[config.mk]
export PLATFORM = sky130hd
export DESIGN_NAME = uart_top
export DESIGN_NICKNAME = d
export VERILOG_FILES = /design/src/uart_pkg.sv /design/src/uart_cfg.sv /design/src/uart_tx_queue.sv /design/src/uart_tx.sv /design/src/uart_rx.sv /design/src/uart_top.sv
export SDC_FILE = /design/constraint.sdc
export NUM_CORES = 1
export LEC_CHECK = 0
export BUFFER_PORTS_ARGS = -buffer_cell sky130_fd_sc_hd__buf_2
export CAP_MARGIN = 30
export CORE_MARGIN = 2
export CORE_UTILIZATION = 55
export DETAILED_ROUTE_END_ITERATION = 8
export PLACE_DENSITY_LB_ADDON = 0.08
export SLEW_MARGIN = 20
export SYNTH_ARGS = -nofsm -noshare
export SYNTH_HDL_FRONTEND = slang
export SYNTH_SLANG_ARGS = --single-unit
[constraint.sdc]
create_clock -name i_Clock -period 4.52 [get_ports i_Clock]
set_input_delay 0.904 -clock i_Clock [delete_from_list [all_inputs] [get_ports i_Clock]]
set_output_delay 0.904 -clock i_Clock [all_outputs]
set_load 0.01 [all_outputs]
[src/uart_pkg.sv]
// 8N1 UART shared definitions; bit periods are in clock cycles and must stay at or above BIT_PERIOD_MIN
`default_nettype none

package uart_pkg;

  // width of every bit-period count and register
  localparam int BIT_PERIOD_W = 16;

  // small reset value so simulation frames stay short
  localparam logic [BIT_PERIOD_W-1:0] BIT_PERIOD_RESET = 16'd16;

  // below this the receiver cannot find a usable mid-bit sample point
  localparam logic [BIT_PERIOD_W-1:0] BIT_PERIOD_MIN = 16'd4;

  // transmit queue entries, also the credits the host holds after reset
  localparam int TX_QUEUE_DEPTH = 8;

  // host to queue and queue to transmitter payload
  typedef struct packed {
    logic       valid;
    logic [7:0] data;
  } uart_byte_t;

  // one received frame, valid for a single cycle
  typedef struct packed {
    logic       valid;
    logic       frame_err;
    logic [7:0] data;
  } uart_rx_byte_t;

  // bit-period register write
  typedef struct packed {
    logic                    wr_en;
    logic [BIT_PERIOD_W-1:0] bit_period;
  } uart_cfg_wr_t;

  typedef enum logic [2:0] {
    TX_IDLE    = 3'd0,
    TX_START   = 3'd1,
    TX_DATA    = 3'd2,
    TX_STOP    = 3'd3,
    TX_CLEANUP = 3'd4
  } uart_tx_state_t;

endpackage

`default_nettype wire

[src/uart_cfg.sv]
// bit-period register; write it only while the transmitter is idle and the line is quiet
`default_nettype none

module uart_cfg (
  input  wire logic                              i_Clock,
  input  wire logic                              i_arst_n,
  input  wire uart_pkg::uart_cfg_wr_t            i_cfg_wr,
  output logic [uart_pkg::BIT_PERIOD_W-1:0]      o_bit_period
);

  import uart_pkg::*;

  logic [BIT_PERIOD_W-1:0] r_bit_period;
  logic [BIT_PERIOD_W-1:0] wr_value;

  // too short a period is raised to the minimum instead of being rejected
  always_comb
  begin
    if (i_cfg_wr.bit_period < BIT_PERIOD_MIN)
    begin
      wr_value = BIT_PERIOD_MIN;
    end
    else
    begin
      wr_value = i_cfg_wr.bit_period;
    end
  end

  always_ff @(posedge i_Clock or negedge i_arst_n)
  begin
    if (!i_arst_n)
    begin
      r_bit_period <= BIT_PERIOD_RESET;
    end
    else if (i_cfg_wr.wr_en)
    begin
      r_bit_period <= wr_value;
    end
  end

  // both serial engines read this directly
  assign o_bit_period = r_bit_period;

  // the receiver half-bit check relies on this floor
  a_period_min: assert property (
    @(posedge i_Clock) disable iff (!i_arst_n)
    r_bit_period >= BIT_PERIOD_MIN
  ) else $error("bit period below minimum: %0d", r_bit_period);

endmodule

`default_nettype wire

[src/uart_tx_queue.sv]
// credit-based transmit queue; it never refuses a byte, so the host must hold a credit per write
`default_nettype none

module uart_tx_queue #(
  parameter int DEPTH = 8
) (
  input  wire logic                  i_Clock,
  input  wire logic                  i_arst_n,
  input  wire uart_pkg::uart_byte_t  i_tx_byte,
  input  wire logic                  i_tx_ready,
  output uart_pkg::uart_byte_t       o_tx_head,
  output logic                       o_tx_credit
);

  localparam int PTR_W = (DEPTH > 1) ? $clog2(DEPTH) : 1;
  localparam int CNT_W = $clog2(DEPTH + 1);

  logic [7:0]       mem [DEPTH];
  logic [PTR_W-1:0] r_wr_ptr;
  logic [PTR_W-1:0] r_rd_ptr;
  logic [CNT_W-1:0] r_count;
  logic             push;
  logic             pop;

  assign push = i_tx_byte.valid;
  // a byte leaves whenever the head is valid and the transmitter is idle
  assign pop  = o_tx_head.valid && i_tx_ready;

  always_ff @(posedge i_Clock)
  begin
    if (push)
    begin
      mem[r_wr_ptr] <= i_tx_byte.data;
    end
  end

  always_ff @(posedge i_Clock or negedge i_arst_n)
  begin
    if (!i_arst_n)
    begin
      r_wr_ptr <= '0;
      r_rd_ptr <= '0;
      r_count  <= '0;
    end
    else
    begin
      if (push)
      begin
        r_wr_ptr <= (r_wr_ptr == PTR_W'(DEPTH - 1)) ? '0 : r_wr_ptr + 1'b1;
      end
      if (pop)
      begin
        r_rd_ptr <= (r_rd_ptr == PTR_W'(DEPTH - 1)) ? '0 : r_rd_ptr + 1'b1;
      end
      case ({push, pop})
        2'b10:   r_count <= r_count + 1'b1;
        2'b01:   r_count <= r_count - 1'b1;
        default: r_count <= r_count;
      endcase
    end
  end

  assign o_tx_head.valid = (r_count != '0);
  assign o_tx_head.data  = mem[r_rd_ptr];

  // one credit back per popped byte, same cycle as the pop
  assign o_tx_credit = pop;

  a_no_write_full: assert property (
    @(posedge i_Clock) disable iff (!i_arst_n)
    i_tx_byte.valid |-> (r_count != CNT_W'(DEPTH))
  ) else $error("host credit violation: write while queue full");

  a_count_bound: assert property (
    @(posedge i_Clock) disable iff (!i_arst_n)
    r_count <= CNT_W'(DEPTH)
  ) else $error("queue occupancy %0d above depth", r_count);

endmodule

`default_nettype wire

[src/uart_tx.sv]
// 8N1 serial transmitter; the bit period is sampled live, so change it only while idle
`default_nettype none

module uart_tx (
  input  wire logic                          i_Clock,
  input  wire logic                          i_arst_n,
  input  wire logic [uart_pkg::BIT_PERIOD_W-1:0] i_bit_period,
  input  wire uart_pkg::uart_byte_t          i_tx_head,
  output logic                               o_tx_ready,
  output logic                               o_tx_serial,
  output logic                               o_tx_busy
);

  import uart_pkg::*;

  uart_tx_state_t          r_state;
  logic [BIT_PERIOD_W-1:0] r_clk_count;
  logic [2:0]              r_bit_idx;
  logic [7:0]              r_tx_data;
  logic                    bit_done;

  assign bit_done = (r_clk_count >= i_bit_period - 1'b1);

  // the line level is registered, so it trails the state by one cycle
  always_ff @(posedge i_Clock or negedge i_arst_n)
  begin
    if (!i_arst_n)
    begin
      r_state     <= TX_IDLE;
      r_clk_count <= '0;
      r_bit_idx   <= '0;
      o_tx_serial <= 1'b1;
    end
    else
    begin
      case (r_state)
        TX_IDLE:
        begin
          o_tx_serial <= 1'b1;
          r_clk_count <= '0;
          r_bit_idx   <= '0;
          if (i_tx_head.valid)
          begin
            r_state <= TX_START;
          end
        end
        TX_START:
        begin
          o_tx_serial <= 1'b0;
          r_clk_count <= bit_done ? '0 : r_clk_count + 1'b1;
          if (bit_done)
          begin
            r_state <= TX_DATA;
          end
        end
        TX_DATA:
        begin
          // lsb first
          o_tx_serial <= r_tx_data[r_bit_idx];
          r_clk_count <= bit_done ? '0 : r_clk_count + 1'b1;
          if (bit_done)
          begin
            r_bit_idx <= r_bit_idx + 3'd1;
            if (r_bit_idx == 3'd7)
            begin
              r_state <= TX_STOP;
            end
          end
        end
        TX_STOP:
        begin
          o_tx_serial <= 1'b1;
          r_clk_count <= bit_done ? '0 : r_clk_count + 1'b1;
          if (bit_done)
          begin
            r_state <= TX_CLEANUP;
          end
        end
        TX_CLEANUP:
        begin
          // one extra high cycle between frames
          o_tx_serial <= 1'b1;
          r_state     <= TX_IDLE;
        end
        default: r_state <= TX_IDLE;
      endcase
    end
  end

  always_ff @(posedge i_Clock)
  begin
    if (r_state == TX_IDLE && i_tx_head.valid)
    begin
      r_tx_data <= i_tx_head.data;
    end
  end

  assign o_tx_ready = (r_state == TX_IDLE);
  assign o_tx_busy  = (r_state != TX_IDLE);

  a_idle_line_high: assert property (
    @(posedge i_Clock) disable iff (!i_arst_n)
    (r_state == TX_IDLE) |-> o_tx_serial
  ) else $error("serial line low while transmitter idle");

endmodule

`default_nettype wire

[src/uart_rx.sv]
// 8N1 receiver with no back-pressure; each byte is valid for one cycle, bit period must be at least 4
`default_nettype none

module uart_rx (
  input  wire logic                              i_Clock,
  input  wire logic                              i_arst_n,
  input  wire logic [uart_pkg::BIT_PERIOD_W-1:0] i_bit_period,
  input  wire logic                              i_rx_serial,
  output uart_pkg::uart_rx_byte_t                o_rx_byte
);

  import uart_pkg::*;

  typedef enum logic [2:0] {
    RX_WAIT  = 3'd0,
    RX_IDLE  = 3'd1,
    RX_START = 3'd2,
    RX_DATA  = 3'd3,
    RX_STOP  = 3'd4
  } rx_state_t;

  rx_state_t               r_state;
  logic [1:0]              r_sync;
  logic [BIT_PERIOD_W-1:0] r_clk_count;
  logic [BIT_PERIOD_W-1:0] half_period;
  logic [2:0]              r_bit_idx;
  logic [7:0]              r_shift;
  logic                    r_valid;
  logic                    r_frame_err;
  logic                    rx_in;
  logic                    bit_done;

  assign rx_in       = r_sync[1];
  assign half_period = {1'b0, i_bit_period[BIT_PERIOD_W-1:1]};
  assign bit_done    = (r_clk_count >= i_bit_period - 1'b1);

  // two flops against metastability on the asynchronous line
  always_ff @(posedge i_Clock or negedge i_arst_n)
  begin
    if (!i_arst_n)
    begin
      r_sync <= 2'b11;
    end
    else
    begin
      r_sync <= {r_sync[0], i_rx_serial};
    end
  end

  // RX_WAIT holds off until the line is high, so RX_IDLE only sees real falling edges
  always_ff @(posedge i_Clock or negedge i_arst_n)
  begin
    if (!i_arst_n)
    begin
      r_state     <= RX_WAIT;
      r_clk_count <= '0;
      r_bit_idx   <= '0;
      r_valid     <= 1'b0;
    end
    else
    begin
      r_valid <= 1'b0;
      case (r_state)
        RX_WAIT:
        begin
          if (rx_in)
          begin
            r_state <= RX_IDLE;
          end
        end
        RX_IDLE:
        begin
          r_clk_count <= '0;
          r_bit_idx   <= '0;
          if (!rx_in)
          begin
            r_state <= RX_START;
          end
        end
        RX_START:
        begin
          r_clk_count <= r_clk_count + 1'b1;
          if (r_clk_count >= half_period - 1'b1)
          begin
            // glitch if the line is already back high at mid start bit
            r_clk_count <= '0;
            r_state     <= rx_in ? RX_WAIT : RX_DATA;
          end
        end
        RX_DATA:
        begin
          r_clk_count <= bit_done ? '0 : r_clk_count + 1'b1;
          if (bit_done)
          begin
            r_bit_idx <= r_bit_idx + 3'd1;
            if (r_bit_idx == 3'd7)
            begin
              r_state <= RX_STOP;
            end
          end
        end
        RX_STOP:
        begin
          r_clk_count <= bit_done ? '0 : r_clk_count + 1'b1;
          if (bit_done)
          begin
            r_valid <= 1'b1;
            r_state <= RX_WAIT;
          end
        end
        default: r_state <= RX_WAIT;
      endcase
    end
  end

  always_ff @(posedge i_Clock)
  begin
    if (r_state == RX_DATA && bit_done)
    begin
      r_shift <= {rx_in, r_shift[7:1]};
    end
    if (r_state == RX_STOP && bit_done)
    begin
      r_frame_err <= !rx_in;
    end
  end

  assign o_rx_byte.valid     = r_valid;
  assign o_rx_byte.frame_err = r_frame_err;
  assign o_rx_byte.data      = r_shift;

  a_valid_pulse: assert property (
    @(posedge i_Clock) disable iff (!i_arst_n)
    o_rx_byte.valid |=> !o_rx_byte.valid
  ) else $error("rx valid held for more than one cycle");

endmodule

`default_nettype wire

[src/uart_top.sv]
// UART peripheral top; the receiver input is external so it can be looped back or driven apart
`default_nettype none

module uart_top (
  input  wire logic                    i_Clock,
  input  wire logic                    i_arst_n,
  input  wire uart_pkg::uart_cfg_wr_t  i_cfg_wr,
  input  wire uart_pkg::uart_byte_t    i_tx_byte,
  output logic                         o_tx_credit,
  output logic                         o_tx_serial,
  output logic                         o_tx_busy,
  input  wire logic                    i_rx_serial,
  output uart_pkg::uart_rx_byte_t      o_rx_byte
);

  import uart_pkg::*;

  logic [BIT_PERIOD_W-1:0] bit_period;
  uart_byte_t              tx_head;
  logic                    tx_ready;

  uart_cfg u_cfg (
    .i_Clock      (i_Clock),
    .i_arst_n     (i_arst_n),
    .i_cfg_wr     (i_cfg_wr),
    .o_bit_period (bit_period)
  );

  uart_tx_queue #(
    .DEPTH (TX_QUEUE_DEPTH)
  ) u_tx_queue (
    .i_Clock     (i_Clock),
    .i_arst_n    (i_arst_n),
    .i_tx_byte   (i_tx_byte),
    .i_tx_ready  (tx_ready),
    .o_tx_head   (tx_head),
    .o_tx_credit (o_tx_credit)
  );

  uart_tx u_tx (
    .i_Clock      (i_Clock),
    .i_arst_n     (i_arst_n),
    .i_bit_period (bit_period),
    .i_tx_head    (tx_head),
    .o_tx_ready   (tx_ready),
    .o_tx_serial  (o_tx_serial),
    .o_tx_busy    (o_tx_busy)
  );

  uart_rx u_rx (
    .i_Clock      (i_Clock),
    .i_arst_n     (i_arst_n),
    .i_bit_period (bit_period),
    .i_rx_serial  (i_rx_serial),
    .o_rx_byte    (o_rx_byte)
  );

endmodule

`default_nettype wire

# Yosys cells after proc, flatten, opt, wreduce, memory -nomap -nowiden
# Memory sizes are Yosys's and may differ from the RTL's. A register that Yosys moved wholly into a read port is not among the register bits.
# Cells that the tools add are included.
# W data, S select, Z words.
totals:
  ff_bits: 83
  mem_bits_rw: 64
  inputBits: 29
  out_inout_bits: 13
  wordCells: 111
  mem_count: 1
op_classes:
  addsub: 10
  order_cmp: 5
  n_eq_ne: 25
  mux: 34
  reduce_logical: 21
mem_list:
  columns: ["memory", "depth", "width", "read_ports", "rd_ports_with_merged_regs", "write_ports", "line_no", "rtl"]
  rows:
  - ["u_tx_queue.mem", 8, 8, 1, 1, 1, "uart_tx_queue.sv:18", "logic [7:0] mem [DEPTH];"]
op_table:
  columns: ["operator", "n"]
  rows:
  - ["$mux W16", 4]
  - ["$ge A16 B16 Y1", 3]
  - ["$pmux W16 S3", 1]
  - ["$mux W3", 15]
  - ["$add A16 B1 Y16 const B", 2]
  - ["$pmux W16 S2", 1]
  - ["$ne A2 B1 Y1 const B", 10]
  - ["$eq A3 B3 Y1 const B", 6]
  - ["$lt A16 B3 Y1 const B", 1]
  - ["$sub A15 B1 Y16 const B", 1]
  - ["$sub A16 B1 Y16 const B", 1]
  - ["$pmux W3 S5", 1]
  - ["$add A3 B1 Y3 const B", 4]
  - ["$eq A3 B2 Y1 const B", 4]
  - ["$pmux W3 S2", 2]
  - ["$pmux W3 S4", 1]
  - ["$reduce_bool A3 Y1", 3]
  - ["$pmux W4 S2", 1]
  - ["$reduce_bool A2 Y1", 4]
  - ["$eq A3 B1 Y1 const B", 2]
  - ["$logic_not A3 Y1", 2]
  - ["$reduce_and A6 Y1", 1]
  - ["$reduce_or A3 Y1", 2]
  - ["$mux W1", 5]
  - ["other kinds (15)", 18]

# Logic depth before layout (Yosys ltp)
depth:
  word_depth: 4
  ltp_mapped: 20
  ltp_nobuf: 16

# Hierarchy
# Synthesis repeated with hierarchy kept, for this count alone.
unflattened:
  cells_unflattened: 712
  hier_area_um2: 8632.0
by_module_without_submodules:
  columns: ["mod", "n_inst", "cells_per_inst", "area_each_um2", "seq_area_each_um2"]
  rows:
  - ["uart_tx_queue", 1, 152, 3080.5, 2172.1]
  - ["uart_rx", 1, 321, 2847.7, 898.4]
  - ["uart_tx", 1, 197, 2042.0, 817.0]
  - ["uart_cfg", 1, 42, 661.9, 401.6]

# Worst setup path after synthesis
# No wires, ideal clock.
synth_path:
  kind: "flip-flop to flip-flop"
  start: "register u_cfg.r_bit_period[1], in the netlist u_cfg.o_bit_period[1]"
  end: "register u_rx.r_shift[0] (enable)"
  t_arrival_ps: 3711
  required_time_ps: 4132
  slack_ps: 421
  stages_incl_launch_ff: 16
  synth_period_minus_slack_ps: 4099
  cell_sequence: "dfrtp_1 -> inv_1 -> ha_1 -> clkbuf_1 -> or4b_1 -> nor2_1 -> nand3_1 -> xor2_1 -> ha_1 -> and4_1 -> and2_1 -> nand2_1 -> o41ai_2 -> and3b_1 -> buf_6 -> nor3b_1"
synth_via:
  elab_chain_len: 3
synth_lines:
  columns: ["item", "line_no", "rtl"]
  rows:
  - ["from (decl)", "uart_cfg.sv:13", "logic [BIT_PERIOD_W-1:0] r_bit_period;"]
  - ["from (signal assigned)", "uart_cfg.sv:37", "r_bit_period <= wr_value;"]
  - ["$sub A16 B1 Y16", "uart_rx.sv:35", "assign bit_done = (r_clk_count >= i_bit_period - 1'b1);"]
  - ["$ge A16 B16 Y1", "uart_rx.sv:35", null]
  - ["$logic_and A1 B1 Y1", "uart_rx.sv:118", "if (r_state == RX_DATA && bit_done)"]
  - ["to (signal assigned)", "uart_rx.sv:120", "r_shift <= {rx_in, r_shift[7:1]};"]
  - ["to (decl)", "uart_rx.sv:27", "logic [7:0] r_shift;"]
# No other way between the ends.
# A chain may end at the register's enable or synchronous reset.

# Worst setup path in the final report
layout_path:
  start: "register u_cfg.r_bit_period[3], in the netlist u_cfg.o_bit_period[3]"
  end: "register u_rx.r_clk_count[10]"
layout_via:
  elab_chain_len: 4
  word_cells_on_any_way: 7
  classes_between: "add/sub (2); order compare (2); mux (3)"
layout_lines:
  columns: ["item", "line_no", "rtl"]
  rows:
  - ["$sub A16 B1 Y16 or $sub A15 B1 Y16 (tied branches)", "uart_rx.sv:35, uart_rx.sv:83", null]
  - ["$ge A16 B16 Y1, on equally long branches", "uart_rx.sv:35, uart_rx.sv:83", null]
  - ["$mux W16, on equally long branches", "uart_rx.sv:92, uart_rx.sv:104, uart_rx.sv:83", null]
  - ["$pmux W16 S3 (*)", "uart_rx.sv:63", "case (r_state)"]
  - ["to (signal assigned)", "uart_rx.sv:82", "r_clk_count <= r_clk_count + 1'b1;"]
  - ["to (signal assigned)", "uart_rx.sv:92", "r_clk_count <= bit_done ? '0 : r_clk_count + 1'b1;"]
  - ["to (signal assigned)", "uart_rx.sv:104", "r_clk_count <= bit_done ? '0 : r_clk_count + 1'b1;"]
  - ["to (decl)", "uart_rx.sv:24", "logic [BIT_PERIOD_W-1:0] r_clk_count;"]
# Every way passes the cells marked *; elsewhere a longest branch is shown, timed or not.

==> flow_metrics.env <==
export IMPL_status="completed"
export IMPL_hold_viol=0
export IMPL_drcViolationCount=0
export IMPL_synth_edf_count=81
export IMPL_final_max_slew_violation_count=0
export IMPL_syn_num_nets=789
export IMPL_overflow=0
export IMPL_clockBufferDepth=2
export IMPL_ys_seq_area_share_pct=51.2
export IMPL_grt_pass1_vias=5763
export IMPL_pwr_density_cell_nw_per_um2=447
export IMPL_dp_hpwl_um=12800
export IMPL_power_leakage_nw=3.92
export IMPL_clock_latency_ns=0.44
export IMPL_wl_per_cell_um=19.2
export IMPL_slowest_delay_ns=0.56
export IMPL_relSlewSlack_pct=39.9
export IMPL_avgSynthCellArea_um2=12.0
export IMPL_critical_path_required_ns=4.88
export IMPL_row_count=45
export IMPL_die_h_um=127
export IMPL_cp_data_arrival_time_ns=4.53
export IMPL_cp_end_kind="flip-flop"
export IMPL_grt_max_degree=75
export IMPL_finalNonFillerCells=937
export IMPL_cts_root_buf="clkbuf_16"
export IMPL_dpl_cell_area_um2=8730
export IMPL_routed_via_density=6.02
export IMPL_post_cts_hold_buffer_count=0
export IMPL_nFillCells=1146
export IMPL_final_nets=825
export IMPL_detail_route_antenna_nets=0
export IMPL_grt_pass1_wl_um=29600
export IMPL_skew_ns=0.0126
export IMPL_synth_ff_type="edfxtp_1"
export IMPL_rsz0062_at_grt="false"
export IMPL_cts_sinks=155
export IMPL_path_cells="or4_4 > nor2_1 > nand3_1 > xor2_1 > ha_1 > a21o_1 > a21o_1 > a2111oi_1 > o221ai_2 > a22oi_1 > nand2_2 > or3_1 > nand3_1"
export IMPL_post_cts_buffers=0
export IMPL_vdd_ir_drop_max_mv=0.304
export IMPL_wl_um=18000
export IMPL_gp_congestion=0.886
export IMPL_drt_initial_drc_count=513
export IMPL_holdWs_ns=0.357
export IMPL_total_power_mw=4.20
export IMPL_clk_pin_slew_worst_paths_ns=0.07
export IMPL_synth_async_reset_ratio_pct=47.7
export IMPL_cap_violations=0
export IMPL_drive_above_1_share_pct=18.7
export IMPL_die_x_um=127
export IMPL_antenna_found_initial=0
export IMPL_ys_ff_latch=155
export IMPL_cts_htree_levels=4
export IMPL_track_usage_pct=23.8
export IMPL_slowest_stage="or4_4"
export IMPL_cts_tree="done"
export IMPL_ctsResizeCount=0
export IMPL_crit_fanout=11
export IMPL_routed_via_count=5637
export IMPL_hold_class="flip-flop to flip-flop"
export IMPL_die_area_um2=16200
export IMPL_tns_ns=0
export IMPL_insertedDiodeCount=0
export IMPL_start_util_pct=55.7
export IMPL_fin_crit_sh_pct=92.1
export IMPL_synthDistinctLibCells=68
export IMPL_final_area_um2=9390
export IMPL_dpl_cell_count=903
export IMPL_ios=42
export IMPL_fin_crit_ns=4.16
export IMPL_io_buffers=41
export IMPL_critPathLaunchType="flip-flop"
export IMPL_timing_final_ws_setup_ns=0.357
export IMPL_finalCoreUtilization_pct=62.5
export IMPL_critPathKind="flip-flop to flip-flop"
export IMPL_netlist_instances=700
export IMPL_place_worst_setup_slack_ns=0.256
export IMPL_fmaxAchievable_mhz=240
export IMPL_cts_buffers_inserted=17
export IMPL_setup_viol_count_final=0
export IMPL_areaGrowthSynthToFinish_pct=12.2
export IMPL_syn_area_um2=8370
export IMPL_drtPass1Iterations=4
export IMPL_yosysWarnings=0
export IMPL_core_um2=15000
export IMPL_tightestPinTransition_ns=0.899
## worst max-delay path, delay by kind of cell, from the launching register on
kind / cells / cell delay [ns]
fa+ha+maj: 1 / 0.30
xor+xnor: 1 / 0.18
flops: 1 / 0.51
simple gates: 6 / 1.69
compound gates: 5 / 1.41
## power by group
group | switching, mW | internal, mW
combinational | 0.448 | 0.402
sequential | 0.215 | 1.68
clock | 0.697 | 0.756
total | 1.36 | 2.84
## kinds of logic after synthesis
kind of cell	Yosys count	share of synthesized area, %
mux	44	8.28
fa+ha+maj	61	9.19
buf+inv	50	2.66
flops	155	51.2
simple gates	220	13.5
compound gates	132	10.8
xor+xnor	38	4.31
## metal layers
metal  track usage (%)  vias to the layer above  wire (um)
met5                 0                        -          0
met4              8.21                        0        364
met3              5.65                       25        696
met2              40.2                      128       9130
met1              30.4                     2786       7810
li1                  -                     2698          -
## state kept, by name (all words and copies together) (netlist names)
name and count:
u_tx.r_tx_data 8, u_rx.r_sync 2, u_rx.r_state 3, u_tx.o_tx_serial 1, u_rx.r_valid 1, u_tx.r_state 3, u_rx.r_frame_err 1, u_cfg.o_bit_period 16
u_tx_queue.mem 64, u_rx.r_clk_count 16, u_rx.r_shift 8, u_tx_queue.r_rd_ptr 3, u_rx.r_bit_idx 3, u_tx.r_clk_count 16, u_tx_queue.r_count 4, u_tx.r_bit_idx 3
u_tx_queue.r_wr_ptr 3
## final timing paths
path	from	to	slack [ns]	depth (start not counted)
setup / recovery	u_cfg.o_bit_period[3]	u_rx.r_clk_count[10]	0.36	13
hold reg to reg	u_rx.r_sync[0]	u_rx.r_sync[1]	0.36	0
max in group asynchronous	i_arst_n	u_tx.o_tx_serial	3.51	2
setup reg to reg	u_cfg.o_bit_period[3]	u_rx.r_clk_count[10]	0.36	13
hold / removal	u_rx.r_sync[0]	u_rx.r_sync[1]	0.36	0
min in group asynchronous	i_arst_n	u_rx.r_clk_count[5]	0.40	1
## cell usage after synthesis, types with 3 or more instances
cell type	count	area, um2
edfxtp_1	81	2430
dfrtp_1	70	1750
ha_1	59	738
nand2_1	57	214
nor2_1	44	165
o21ai_0	30	150
a21oi_1	26	130
mux2_2	22	248
nand3_1	22	110
clkbuf_1	21	78.8
xnor2_1	21	184
a21o_1	19	143
mux4_2	18	405
nand2b_1	18	113
inv_1	17	63.8
xor2_1	15	131
nor3_1	13	65.1
and3_1	12	75.1
a22o_1	9	78.8
nor4_1	9	56.3
or3_1	9	56.3
o2bb2ai_1	8	70.1
a31oi_1	7	43.8
o21bai_1	7	52.6
nand4_1	5	31.3
nor2b_1	5	31.3
and2_1	4	25.0
buf_2	4	20.0
dfstp_2	4	105
mux2i_1	4	40.0
a211o_1	3	26.3
a41oi_1	3	26.3
and4_1	3	26.3
buf_1	3	11.3
buf_6	3	33.8
nor3b_1	3	22.5
or2_2	3	18.8
or4_1	3	22.5
## layout make-up
type,instances,area [um2],share of cell area [%]
tap,188,235,2.50
sequential,155,4290,45.7
clock buffer,17,425,4.53
clock inverter,15,193,2.05
inverter,17,63.8,0.679
multi-input combinational,495,3870,41.2
timing repair buffer,50,315,3.36
## cells in the final DEF, fill, tap and decap left out, drive strengths merged, types with 12 or more instances in the layout
cell     n
edfxtp  81
dfrtp   70
ha      59
nand2   57
buf     50
nor2    44
o21ai   31
a21oi   26
inv     24
nand3   22
mux2    22
xnor2   21
a21o    19
nand2b  19
mux4    18
clkbuf  17
xor2    15
nor3    14
and3    12
Note: power is estimated with default switching activity, not from simulation.
